===== config.mk =====
export PLATFORM = sky130hd
export DESIGN_NAME = store_bank_decode
export DESIGN_NICKNAME = d
export VERILOG_FILES = /design/src/common/lsu_pkg.sv /design/src/verilog/store_bank_decode.sv
export VERILOG_INCLUDE_DIRS = /design/src /design/src/common
export SDC_FILE = /design/constraint.sdc
export NUM_CORES = 1
export LEC_CHECK = 0
export BUFFER_PORTS_ARGS = -buffer_cell sky130_fd_sc_hd__buf_2
export CAP_MARGIN = 30
export CORE_AREA = 2 2 54 77
export DETAILED_ROUTE_END_ITERATION = 10
export DIE_AREA = 0 0 56 79
export PLACE_DENSITY = 0.88
export SETUP_SLACK_MARGIN = 0.1
export SLEW_MARGIN = 5
export SYNTH_ARGS = -nofsm -noshare
export SYNTH_HDL_FRONTEND = slang
export SYNTH_SLANG_ARGS = --single-unit

===== constraint.sdc =====
create_clock -name vclk -period 2.4
set_clock_uncertainty 0.05 [all_clocks]
set_input_delay 0.12 -clock vclk [all_inputs]
set_output_delay 0.12 -clock vclk [all_outputs]
set_load 0.005 [all_outputs]

===== src/common/lsu_params.svh =====
`ifndef LSU_PARAMS_SVH
`define LSU_PARAMS_SVH

// Byte address into the 64 KiB data memory
`define LSU_ADDR_W 16

// Each bank holds every other byte
`define BANK_ADDR_W 15
`define BANK_DEPTH 32768

`define LSU_DATA_W 32

`endif


===== src/common/lsu_pkg.sv =====
`default_nettype none

`include "lsu_params.svh"

package lsu_pkg;

	// Access size, lower two bits of funct3
	typedef enum logic [1:0] {
		MEM_BYTE = 2'b00,
		MEM_HALF = 2'b01,
		MEM_WORD = 2'b10,
		MEM_RSVD = 2'b11
	} mem_size_e;

	// One data word, either raw or split into bytes (byte 0 lowest)
	typedef union packed {
		logic [`LSU_DATA_W-1:0]             raw;
		logic [`LSU_DATA_W/8-1:0][7:0]      bytes;
	} lsu_word_u;

endpackage

`default_nettype wire


===== src/verilog/store_bank_decode.sv =====
`timescale 1ns/1ps
`default_nettype none

`include "lsu_params.svh"

module store_bank_decode (
	input  logic [`LSU_ADDR_W-1:0]  i_addr,
	input  lsu_pkg::mem_size_e      i_size,
	input  logic                    i_wren,
	input  logic [`LSU_DATA_W-1:0]  i_st_data,

	output logic [`BANK_ADDR_W-1:0] o_addr_even_1,
	output logic [`BANK_ADDR_W-1:0] o_addr_even_2,
	output logic [`BANK_ADDR_W-1:0] o_addr_odd_1,
	output logic [`BANK_ADDR_W-1:0] o_addr_odd_2,
	output logic [7:0]              o_data_even_1,
	output logic [7:0]              o_data_even_2,
	output logic [7:0]              o_data_odd_1,
	output logic [7:0]              o_data_odd_2,
	output logic                    o_we_even_1,
	output logic                    o_we_even_2,
	output logic                    o_we_odd_1,
	output logic                    o_we_odd_2
);

	logic [`LSU_ADDR_W-1:0]  addr_b0;
	logic [`LSU_ADDR_W-1:0]  addr_b1;
	logic [`LSU_ADDR_W-1:0]  addr_b2;
	logic [`LSU_ADDR_W-1:0]  addr_b3;
	logic [`BANK_ADDR_W-1:0] idx_b0;
	logic [`BANK_ADDR_W-1:0] idx_b1;
	logic [`BANK_ADDR_W-1:0] idx_b2;
	logic [`BANK_ADDR_W-1:0] idx_b3;
	logic [3:0]              size_mask;
	logic [3:0]              we_b;
	lsu_pkg::lsu_word_u      st_word;

	// Byte addresses A..A+3, wrapping at the top of memory
	assign addr_b0 = i_addr;
	assign addr_b1 = i_addr + 2'd1;
	assign addr_b2 = i_addr + 2'd2;
	assign addr_b3 = i_addr + 2'd3;

	// Index inside the bank drops the parity bit
	assign idx_b0 = addr_b0[`LSU_ADDR_W-1:1];
	assign idx_b1 = addr_b1[`LSU_ADDR_W-1:1];
	assign idx_b2 = addr_b2[`LSU_ADDR_W-1:1];
	assign idx_b3 = addr_b3[`LSU_ADDR_W-1:1];

	// Bytes touched by the access, none for the reserved size
	always_comb begin
		case (i_size)
			lsu_pkg::MEM_BYTE: size_mask = 4'b0001;
			lsu_pkg::MEM_HALF: size_mask = 4'b0011;
			lsu_pkg::MEM_WORD: size_mask = 4'b1111;
			default:           size_mask = 4'b0000;
		endcase
	end

	assign we_b = size_mask & {4{i_wren}};

	always_comb begin
		st_word.raw = i_st_data;
	end

	// Byte k lands in bank k[0]^A[0], port k[1]
	always_comb begin
		if (!i_addr[0]) begin
			o_addr_even_1 = idx_b0;
			o_data_even_1 = st_word.bytes[0];
			o_we_even_1   = we_b[0];

			o_addr_odd_1  = idx_b1;
			o_data_odd_1  = st_word.bytes[1];
			o_we_odd_1    = we_b[1];

			o_addr_even_2 = idx_b2;
			o_data_even_2 = st_word.bytes[2];
			o_we_even_2   = we_b[2];

			o_addr_odd_2  = idx_b3;
			o_data_odd_2  = st_word.bytes[3];
			o_we_odd_2    = we_b[3];
		end else begin
			o_addr_odd_1  = idx_b0;
			o_data_odd_1  = st_word.bytes[0];
			o_we_odd_1    = we_b[0];

			o_addr_even_1 = idx_b1;
			o_data_even_1 = st_word.bytes[1];
			o_we_even_1   = we_b[1];

			o_addr_odd_2  = idx_b2;
			o_data_odd_2  = st_word.bytes[2];
			o_we_odd_2    = we_b[2];

			o_addr_even_2 = idx_b3;
			o_data_even_2 = st_word.bytes[3];
			o_we_even_2   = we_b[3];
		end
	end

endmodule

`default_nettype wire


==> impl_metrics.csv <==
group,metric,value,unit
clock_tree,hold_buffers,0,
pwr,vdd_drop_max,0.120,mV
placed_design,dp.cells,368,
global_route,busiest_layer,"met2",
routing,viasPerCell,4.97,
global_route,grt-ovfl-total,0,
global_route,met3_usage,2.93,%
logic_synthesis,syn_area_per_cell,7.35,µm²
die,initial_core_util,39.5,%
logic_synthesis,yosys-top-cells-count,"mux2_2 (32), xor2_1 (30), nor2_1 (28), xnor2_1 (18), nand2_1 (14)",
placed_design,dp_hpwl,4390,µm
clock_tree,cts_resized,0,
global_route,grt_max_degree,39,
sta,hold_violations,0,
global_route,grt_use_met1,22.3,%
finish,nets,387,
worst_hold_path,hold_class,"in -> out",
die,die_height,79,µm
worst_hold_path,holdPathEnd,"o_addr_odd_1[14]",
routing,wirelength,4970,µm
sta,finalCritPeriodShare,85.2,%
logic_synthesis,yosysMostFrequentCell,"mux2_2",
sta,slew_headroom,69.4,%
global_route,grt_pass1_wl,7660,µm
outcome,outcome,"complete, no violations",
flow_run,drv_cap,0,
worst_setup_path,crit_path_max_fanout,13,
finish,area_delta_synth_final,44.3,%
logic_synthesis,yosysSeqAreaShare,0,%
finish,seqCellArea,0,µm²
routing,ant_nets,0,
sta,fin_tns_setup,0,ps
sta,slew_viol_final,0,
sta,fmax,0.489,GHz
sta,worst_pin_slew,459,ps
routing,drc_errors,0,
placed_design,place.port_buffers,147,
global_route,grt_pass1_vias,1723,
die,die_area,0.00442,mm²
logic_synthesis,yosysTopAreaCell,"mux2_2",
placed_design,gp_congestion,0.799,
worst_setup_path,startpoint_type,"input port",
finish,instances_no_fill,368,
clock_tree,postCtsSetupBuffers,0,
logic_synthesis,ys_types,32,
finish,nClkBuffers,0,
pwr,p_leak,1.13,nW
routing,first_pass_iters,3,
placed_design,dpl_worst_slack,344,ps
logic_synthesis,synth_cells,203,
worst_setup_path,crit_arrival,1880,ps
worst_setup_path,critical_path.startpoint,"i_addr[0]",
logic_synthesis,syn_nets,263,
routing,drtIter0Drc,41,
logic_synthesis,synth_top_area_share,24.1,%
finish,antennaDiodeCount,0,
routing,vias,1828,
logic_synthesis,yosys_warnings,0,
die,die_w,56,µm
sta,timing.final.ws_setup,354,ps
logic_synthesis,synth_area,0.00149,mm²
finish,seq_cell_count,0,
logic_synthesis,yosys-top-cells-area,"mux2_2 (24%), xor2_1 (18%), xnor2_1 (11%), ha_1 (7.5%), nor2_1 (7.0%)",
routing,wl_per_cell,13.5,µm
worst_setup_path,cp.required,2230,ps
global_route,gr-usage-met2,42.2,%
worst_setup_path,critPathCaptureType,"output pin",
sta,rsz0062_at_grt,"false",
sta,setup_viol,0,
finish,layout-drive-gt1-share,56.9,%
sta,fin_crit,2050,ps
pwr,powerDensity,172,mW/mm²
worst_setup_path,critical_path_class,"in -> out",
die,core_area,0.00378,mm²
worst_hold_path,holdCritStartpoint,"i_addr[15]",
global_route,antenna_found_initial,0,
die,pin_count,147,
die,num_rows,27,
worst_hold_path,holdPathStages,2,
global_route,grtUsageTotal,20.7,%
cell families after synthesis:
family                   share of synthesized area [%]
adder cells (fa/ha/maj)                           7.54
multiplexers                                      26.2
AO/OA/AOI/OAI                                     2.77
buffers and inverters                             10.1
AND/OR/NAND/NOR                                   25.3
XOR/XNOR                                          28.2
cells in the final DEF, fill, tap and decap left out, drive strengths merged, types with 2 or more instances in the layout:
| cell type | Yosys | routed |
|---|---|---|
| nand4 | 9 | 9 |
| nand2b | 3 | 3 |
| or3 | 3 | 3 |
| nor2 | 28 | 28 |
| buf | 15 | 148 |
| inv | 3 | 3 |
| a21oi | 3 | 3 |
| and2 | 4 | 4 |
| ha | 9 | 9 |
| xnor2 | 18 | 18 |
| xor2 | 30 | 30 |
| mux2i | 3 | 3 |
| nor3 | 3 | 3 |
| or2 | 2 | 2 |
| o21ai | 2 | 2 |
| nor2b | 2 | 2 |
| nand2 | 14 | 14 |
| nand3 | 3 | 3 |
| mux2 | 32 | 32 |
layer usage:
layer  part of all wire (%)  up-vias
li1                       -      910
met1                     36      820
met2                     55       92
met3                    7.8        6
met4                    1.3        0
met5                      0        -
worst max-delay path by stage:
stage	endpoint	slack [ps]	depth (start not counted)
6_report	o_addr_odd_2[9]	350	8
5_1_grt	o_addr_odd_2[13]	180	8
4_1_cts	o_addr_odd_2[9]	350	8
3_5_place_dp	o_addr_odd_2[9]	340	8
3_3_place_gp	o_addr_odd_2[9]	410	8
2_1_floorplan	o_addr_odd_2[9]	790	7
power by group:
part	leakage (nW)	total (mW)	switching, mW	internal [mW]
combinational	1.13	0.372	0.183	0.189
sequential	0	0	0	0
clock	0	0	0	0
per-stage QoR:
step | instance area (µm²) | total power [mW] | hold WS [ps] | util [%]
floorplan | 1490 | 0.205 | 245 | -
global placement | 2150 | 0.367 | 431 | 56.9
detailed placement | 2150 | 0.374 | 438 | 56.9
CTS | 2150 | 0.376 | 438 | 56.9
global route | 2150 | 0.407 | 445 | 56.9
finish | 2150 | 0.372 | 437 | 56.9
cell type report:
type	instances	area [µm²]
fill	396	1630
tap	43	53.8
timing repair buffer	148	743
multi-input combinational	173	1340
inverter	4	15.0
critical path, stage by stage:
cell	delay [ps]
buf_2	230
clkinv_1	260
ha_1	310
nor2b_1	160
nor3_2	350
nand3_1	160
xnor2_1	150
buf_2	130
(Power assumes the default switching activity.)
