### src/common/lsu_params.svh
`ifndef LSU_PARAMS_SVH
`define LSU_PARAMS_SVH

// Byte address into the 64 KiB data memory
`define LSU_ADDR_W 16

// Each bank holds every other byte
`define BANK_ADDR_W 15
`define BANK_DEPTH 32768

`define LSU_DATA_W 32

`endif

### src/common/lsu_pkg.sv
`default_nettype none

`include "lsu_params.svh"

package lsu_pkg;

	// Access size, lower two bits of funct3
	typedef enum logic [1:0] {
		MEM_BYTE = 2'b00,
		MEM_HALF = 2'b01,
		MEM_WORD = 2'b10,
		MEM_RSVD = 2'b11
	} mem_size_e;

	// One data word, either raw or split into bytes (byte 0 lowest)
	typedef union packed {
		logic [`LSU_DATA_W-1:0]             raw;
		logic [`LSU_DATA_W/8-1:0][7:0]      bytes;
	} lsu_word_u;

endpackage

`default_nettype wire

### src/verilog/load_align.sv
`timescale 1ns/1ps
`default_nettype none

`include "lsu_params.svh"

module load_align (
	input  logic                   i_clk,
	input  logic                   i_rst_n,

	input  logic                   i_ld_req,
	input  logic                   i_addr_lsb,
	input  lsu_pkg::mem_size_e     i_size,
	input  logic                   i_unsigned,

	input  logic [7:0]             i_even_1,
	input  logic [7:0]             i_even_2,
	input  logic [7:0]             i_odd_1,
	input  logic [7:0]             i_odd_2,

	output logic [`LSU_DATA_W-1:0] o_ld_data,
	output logic                   o_ld_valid
);

	logic                   lsb_q;
	lsu_pkg::mem_size_e     size_q;
	logic                   unsigned_q;
	logic                   valid_q;
	lsu_pkg::lsu_word_u     ld_bytes;
	logic [`LSU_DATA_W-1:0] ld_word;
	logic                   sign_bit;

	// Attributes of the load whose bytes arrive next cycle
	always_ff @(posedge i_clk) begin
		if (!i_rst_n) begin
			valid_q    <= 1'b0;
			lsb_q      <= 1'b0;
			size_q     <= lsu_pkg::MEM_BYTE;
			unsigned_q <= 1'b0;
		end else begin
			valid_q <= i_ld_req;
			if (i_ld_req) begin
				lsb_q      <= i_addr_lsb;
				size_q     <= i_size;
				unsigned_q <= i_unsigned;
			end
		end
	end

	// Undo the bank/port interleave of the decoder
	always_comb begin
		if (!lsb_q) begin
			ld_bytes.bytes[0] = i_even_1;
			ld_bytes.bytes[1] = i_odd_1;
			ld_bytes.bytes[2] = i_even_2;
			ld_bytes.bytes[3] = i_odd_2;
		end else begin
			ld_bytes.bytes[0] = i_odd_1;
			ld_bytes.bytes[1] = i_even_1;
			ld_bytes.bytes[2] = i_odd_2;
			ld_bytes.bytes[3] = i_even_2;
		end
	end

	always_comb begin
		sign_bit = 1'b0;
		case (size_q)
			lsu_pkg::MEM_BYTE: begin
				sign_bit = ~unsigned_q & ld_bytes.bytes[0][7];
				ld_word  = {{24{sign_bit}}, ld_bytes.bytes[0]};
			end
			lsu_pkg::MEM_HALF: begin
				sign_bit = ~unsigned_q & ld_bytes.bytes[1][7];
				ld_word  = {{16{sign_bit}}, ld_bytes.bytes[1], ld_bytes.bytes[0]};
			end
			lsu_pkg::MEM_WORD: begin
				ld_word = ld_bytes.raw;
			end
			default: begin
				ld_word = '0;
			end
		endcase
	end

	assign o_ld_data  = ld_word;
	assign o_ld_valid = valid_q;

endmodule

`default_nettype wire

### config.mk
export PLATFORM = sky130hd
export DESIGN_NAME = load_align
export DESIGN_NICKNAME = d
export VERILOG_FILES = /design/src/common/lsu_pkg.sv /design/src/verilog/load_align.sv
export VERILOG_INCLUDE_DIRS = /design/src /design/src/common
export SDC_FILE = /design/constraint.sdc
export NUM_CORES = 1
export LEC_CHECK = 0
export ABC_CLOCK_PERIOD_IN_PS = 1800
export BUFFER_PORTS_ARGS = -buffer_cell sky130_fd_sc_hd__buf_2
export CAP_MARGIN = 0
export CORE_UTILIZATION = 36
export DETAILED_ROUTE_END_ITERATION = 12
export PLACE_DENSITY = 0.79
export SLEW_MARGIN = 5
export SYNTH_ARGS = -nofsm -noshare
export SYNTH_HDL_FRONTEND = slang
export SYNTH_SLANG_ARGS = --single-unit
export TNS_END_PERCENT = 20
### constraint.sdc
create_clock -name i_clk -period 1.8 [get_ports i_clk]
set_input_delay 0.36 -clock i_clk [delete_from_list [all_inputs] [get_ports i_clk]]
set_output_delay 0.36 -clock i_clk [all_outputs]
set_load 0.05 [all_outputs]
==> results of run 1 <==
[worst min-delay path, stage by stage]
cell,delay (ps)
buf_2,80
mux2i_1,60
nor2b_1,90
[state kept, by name, indices dropped and copies added (netlist names)]
| signal | cells |
|---|---|
| lsb_q | 1 |
| size_q | 2 |
| unsigned_q | 1 |
| o_ld_valid | 1 |
[power by group through the flow]
stage,clock [uW],combinational [uW],sequential [uW]
after detailed placement,0,678,126
final,131,846,127
after global routing,142,887,128
after global placement,0,668,126
after floorplan,0,513,129
after CTS,138,819,127
[Yosys cell counts]
cell type / n / share of area
nor2b_1: 4 / 0.033
nand2b_1: 1 / 0.0083
mux2i_1: 36 / 0.48
o21ai_1: 2 / 0.013
o21ai_0: 22 / 0.15
and2_1: 2 / 0.017
or4_1: 1 / 0.010
buf_2: 3 / 0.020
xnor2_1: 2 / 0.023
nor2_1: 8 / 0.040
dfxtp_1: 5 / 0.13
mux2i_2: 1 / 0.018
clkbuf_1: 4 / 0.020
buf_4: 2 / 0.020
nor3b_1: 2 / 0.020
[metal layers]
metal	GRT usage	vias to the layer above
met5	0	-
met2	0.419	46
met1	0.222	465
met3	0.0226	14
met4	0.139	0
li1	-	500
[path summary, 6_finish.rpt]
| path | start | to | slack [ps] | cells past startpoint |
|---|---|---|---|---|
| max | size_q[0] | o_ld_data[9] | -170 | 4 |
| min | i_size[1] | size_q[1] | 380 | 3 |
| max reg2reg | lsb_q | lsb_q | 850 | 3 |
| min reg2reg | size_q[1] | size_q[1] | 570 | 2 |
[stage by stage]
stage               area (sq um)  hold WS (ps)  total power [uW]  cells
finish                      1450           377              1100    197
global route                1450           384              1160    197
CTS                         1410           369              1080    197
detailed placement          1150           574               804    191
global placement            1150           540               793    191
floorplan                    753           487               641     95
[timing repair]
item                       in CTS  in global routing
resized for setup              62                 11
buffers inserted                1                  0
gates cloned                    1                  0
setup endpoints to repair      32                 32
pin swaps                       0                  1
[kinds of logic (layout without fill, tap and decap cells)]
| kind of cell | after synthesis | after routing | share of synthesized area |
|---|---|---|---|
| flops | 5 | 5 | 0.133 |
| compound gates | 24 | 24 | 0.159 |
| buf+inv | 9 | 84 | 0.0598 |
| mux | 37 | 37 | 0.497 |
| simple gates | 18 | 18 | 0.128 |
| xor+xnor | 2 | 2 | 0.0233 |
[area by class of cell]
type / count / area [sq um]
Tap cell: 27 / 33.8
Clock buffer: 4 / 26.3
Multi-Input combinational cell: 81 / 662
Fill cell: 164 / 517
Sequential cell: 5 / 106
Timing Repair Buffer: 80 / 617
==> results.py, run 1 <==
metrics = {
    "status": {
        "status": "finished with violations",
        "violations": "setup timing",
    },
    "setup_path": {
        "worstSetupPathType": "reg2out",
        "cp.required_ps": 1440,
        "cp.arrival_ps": 1610,
        "critical-path-slowest-cell": "or4_4",
        "critPathTopFamily": "simple AND/OR/NAND/NOR gates",
        "worstPathMaxFanout": 8,
        "path_common_cell": "buf_6",
        "cp_slowest_stage_delay_ps": 540,
        "crit_path_start_kind": "flop",
        "path_cells": "buf_6 > or4_4 > o21ai_1 > buf_6",
        "critPathBufInv": 2,
        "worstSetupEndpointType": "output port",
    },
    "grt": {
        "grt_pass1_vias": 930,
        "grt_pass1_wl_um": 3550,
        "gr-total-overflow": 0,
        "grt_max_degree": 18,
        "gr-usage-all-layers": 0.219,
        "antenna_found_initial": 0,
    },
    "floorplanning": {
        "num_rows": 16,
        "dieArea_sq_um": 2280,
        "pin_count": 72,
        "start_util": 0.384,
        "core_area_sq_um": 1960,
        "die_y_um": 47.7,
        "die_x_um": 47.7,
    },
    "power_and_ir_drop": {
        "peakVddDrop_uv": 440,
        "p_seq_frac": 0.115,
        "p_clk_frac": 0.118,
        "swShare": 0.539,
        "p_int_uw": 509,
        "p_switching_uw": 595,
        "p_comb_frac": 0.766,
        "power_density_nw_per_um2": 764,
        "leakagePower_uw": 0.000670,
    },
    "synthesis": {
        "avgSynthCellArea_sq_um": 7.93,
        "yosys_warnings": 0,
        "ys_types": 15,
        "mappedNetlistArea_sq_um": 753,
        "synth.net_count": 134,
        "synth_seq_cells": 5,
        "synth-seq-area-share": 0.133,
        "netlist_instances": 95,
    },
    "detailed_routing": {
        "via_per_inst": 5.20,
        "wl_um": 2750,
        "drc": 0,
        "dr_wl_met2_um": 1540,
        "drt_iter0_markers": 12,
        "top_layer": "met4",
        "dr_total_vias": 1025,
        "dr.pass1.iters": 4,
        "met3_wirelength_um": 107,
        "wl_per_cell_um": 14.0,
        "met1Wirelength_um": 1000,
        "ant_nets": 0,
    },
    "timing": {
        "fin_setup_tns_ps": -1730,
        "clock_skew_ps": 0,
        "setup_viol": 24,
        "setup_ws_ps": -167,
        "finalCritPeriodShare": 1.09,
        "hold_violations": 0,
        "rsz0062_at_grt": "yes",
        "worst_pin_slew_ps": 430,
        "period_minus_slack_ps": 1970,
        "relSlewSlack": 0.712,
        "fmax_mhz": 508,
        "maxSlewViolCount": 0,
    },
    "final_layout": {
        "final_util": 0.737,
        "layout_commonest_cell": "buf_2",
        "nets": 210,
        "drive_above_1_share": 0.565,
        "layout.cells.most_common_list": "buf_2 (39), mux2i_1 (36), buf_6 (27)",
        "diodes": 0,
        "syn_to_final_growth_pct": 91.9,
    },
    "placement": {
        "gp_congestion": 0.715,
        "hpwl_um": 1810,
        "place_ws_ps": -97.1,
        "port_buffers": 71,
    },
    "run": {
        "drv_cap": 0,
    },
    "clock_tree": {
        "clk_path_buf_depth": 2,
        "cts_inserted_buffers": 3,
        "worstSkewPairLatency_ps": 240,
        "clk_pin_slew_ps": 40,
        "cts_max_level": 1,
        "cts.sinks": 5,
        "cts_hold_buf": 0,
        "cts_tree": "yes",
        "cts-root-buf": "clkbuf_4",
    },
    "min_path": {
        "hold_path_class": "in2reg",
    },
}
No activity file was read; power rests on OpenSTA's default activity.
==> run 2, diff against run 1 <==
SETUP_SLACK_MARGIN = 0.2   (was not set)
==> run 2 against run 1 <==
- the flow still finishes with violations (setup timing)
- flip-flop and latch count is the same
- via count up 7.4%
- first-iteration DRC count up 33%
- highest routed layer unchanged
- maximum frequency down 3.5%
==> results.py, run 2 (synthesis results as in run 1) <==
metrics = {
    "final_layout": {
        "multi_input_area_sq_um": 928,
        "drive_above_1_share": 0.713,
        "layout.cells.most_common_list": "buf_2 (44), mux2i_1 (33), buf_6 (22)",
        "syn_to_final_growth_pct": 132,
        "largest_reg_flops": 2,
        "nFillCells": 90,
        "layout_commonest_cell": "buf_2",
        "diodes": 0,
        "regMostFlops": "size_q",
        "final_util": 0.892,
        "nets": 211,
        "seq_area_sq_um": 111,
    },
    "detailed_routing": {
        "wl_um": 3800,
        "ant_nets": 0,
        "via_per_inst": 5.56,
        "wl_per_cell_um": 19.2,
        "dr_total_vias": 1101,
        "drc": 0,
        "drt_iter0_markers": 16,
        "dr.pass1.iters": 4,
    },
    "timing": {
        "clock_skew_ps": 0,
        "maxSlewViolCount": 0,
        "period_minus_slack_ps": 2040,
        "setup_viol": 29,
        "setup_ws_ps": -239,
        "worst_pin_slew_ps": 618,
        "fmax_mhz": 491,
        "hold_violations": 0,
        "relSlewSlack": 0.588,
        "finalCritPeriodShare": 1.13,
        "rsz0062_at_grt": "yes",
    },
    "power_and_ir_drop": {
        "p_int_uw": 592,
        "p_switching_uw": 705,
        "power_density_nw_per_um2": 741,
        "swShare": 0.543,
        "p_clk_frac": 0.106,
        "leakagePower_uw": 0.000745,
        "p_comb_frac": 0.793,
        "peakVddDrop_uv": 589,
        "p_seq_frac": 0.101,
    },
    "clock_tree": {
        "cts-root-buf": "clkbuf_4",
        "cts_tree": "yes",
        "clk_pin_slew_ps": 50,
        "clk_path_buf_depth": 2,
        "worstSkewPairLatency_ps": 250,
        "cts_setup_buffers": 0,
        "cts.sinks": 5,
        "cts_inserted_buffers": 3,
        "cts_max_level": 1,
        "cts_hold_buf": 0,
    },
    "setup_path": {
        "crit_end": "o_ld_data[12]",
        "worstSetupEndpointType": "output port",
        "rr_worst_depth": 3,
        "worstPathMaxFanout": 8,
        "reg2reg_to": "lsb_q",
        "cp.required_ps": 1440,
        "cp.arrival_ps": 1680,
        "r2r_start": "lsb_q",
        "worstSetupStartpoint": "lsb_q",
        "r2r_slack_ps": 780,
        "crit_path_start_kind": "flop",
        "worstSetupPathType": "reg2out",
    },
    "grt": {
        "gr-usage-all-layers": 0.291,
        "antenna_found_initial": 0,
        "grt_max_degree": 18,
        "grt_pass1_vias": 1055,
        "grt_pass1_wl_um": 4600,
        "gr-total-overflow": 0,
    },
    "placement": {
        "gp_congestion": 0.654,
        "hpwl_um": 2000,
        "place_ws_ps": -106,
        "port_buffers": 71,
    },
    "floorplanning": {
        "dieArea_sq_um": 2280,
        "die_x_um": 47.7,
        "die_y_um": 47.7,
        "num_rows": 16,
        "core_area_sq_um": 1960,
        "pin_count": 72,
        "start_util": 0.384,
    },
    "status": {
        "violations": "setup timing",
        "status": "finished with violations",
    },
    "min_path": {
        "hold_path_class": "in2reg",
    },
    "run": {
        "drv_cap": 0,
    },
}
[run 2: cell types whose count changed in the layout (fill, tap and decap cells not counted), moves of 3 or more]
cell | before | now
buf_6 | 27 | 22
buf_2 | 39 | 44
mux2i_1 | 36 | 33
o21ai_2 | 2 | 5
buf_4 | 13 | 7
mux2i_2 | 0 | 3
o21ai_1 | 22 | 0
o21ai_4 | 0 | 19
[run 2: worst max-delay path, cell delays in order, from the launching register on]
cell and delay [ps]:
dfxtp_4 370, mux2i_1 170, or4_4 470, buf_12 180
o21ai_4 60, buf_6 180
[run 2: power by group through the flow]
stage / registers, uW / clock network, uW / logic [uW]
floorplan: 130 / 0 / 646
global placement: 128 / 0 / 813
detailed placement: 129 / 0 / 830
CTS: 131 / 132 / 993
global route: 133 / 144 / 1060
finish: 132 / 137 / 1030
[run 2: timing repair]
item / CTS / global route
pin swaps: 1 / 0
gates resized for setup: 66 / 9
gates cloned: 1 / 0
endpoints found under the setup margin: 32 / 32
[run 2: through the flow]
stage          total power, uW  TNS [ps]  instance area [sq um]  cells  hold slack, ps
2_1_floorplan              775     -90.0                   1020     95             487
3_3_place_gp               942     -1170                   1440    193             539
3_5_place_dp               959     -2000                   1440    193             570
4_1_cts                   1260     -3480                   1720    198             377
5_1_grt                   1340     -5610                   1750    198             384
6_report                  1300     -4380                   1750    198             373
[run 2: cell type report]
type	count	share of cell area
Sequential cell	5	0.0636
Tap cell	27	0.0193
Clock buffer	4	0.0150
Timing Repair Buffer	81	0.372
Multi-Input combinational cell	81	0.530
[run 2: layer usage]
metal,wire (um),GRT usage,vias to the layer above
met5,0,0,-
met4,104,0.144,0
met3,214,0.0340,13
met2,2090,0.570,63
met1,1390,0.296,522
li1,-,-,503
[run 2: worst min path at each step]
stage / from / to / slack [ps] / cells past startpoint
after floorplan: i_rst_n / o_ld_valid / 490 / 1
after global placement: unsigned_q / unsigned_q / 540 / 2
after detailed placement: unsigned_q / unsigned_q / 570 / 2
after CTS: i_rst_n / o_ld_valid / 380 / 2
after global routing: i_rst_n / o_ld_valid / 380 / 2
final: i_rst_n / o_ld_valid / 370 / 2
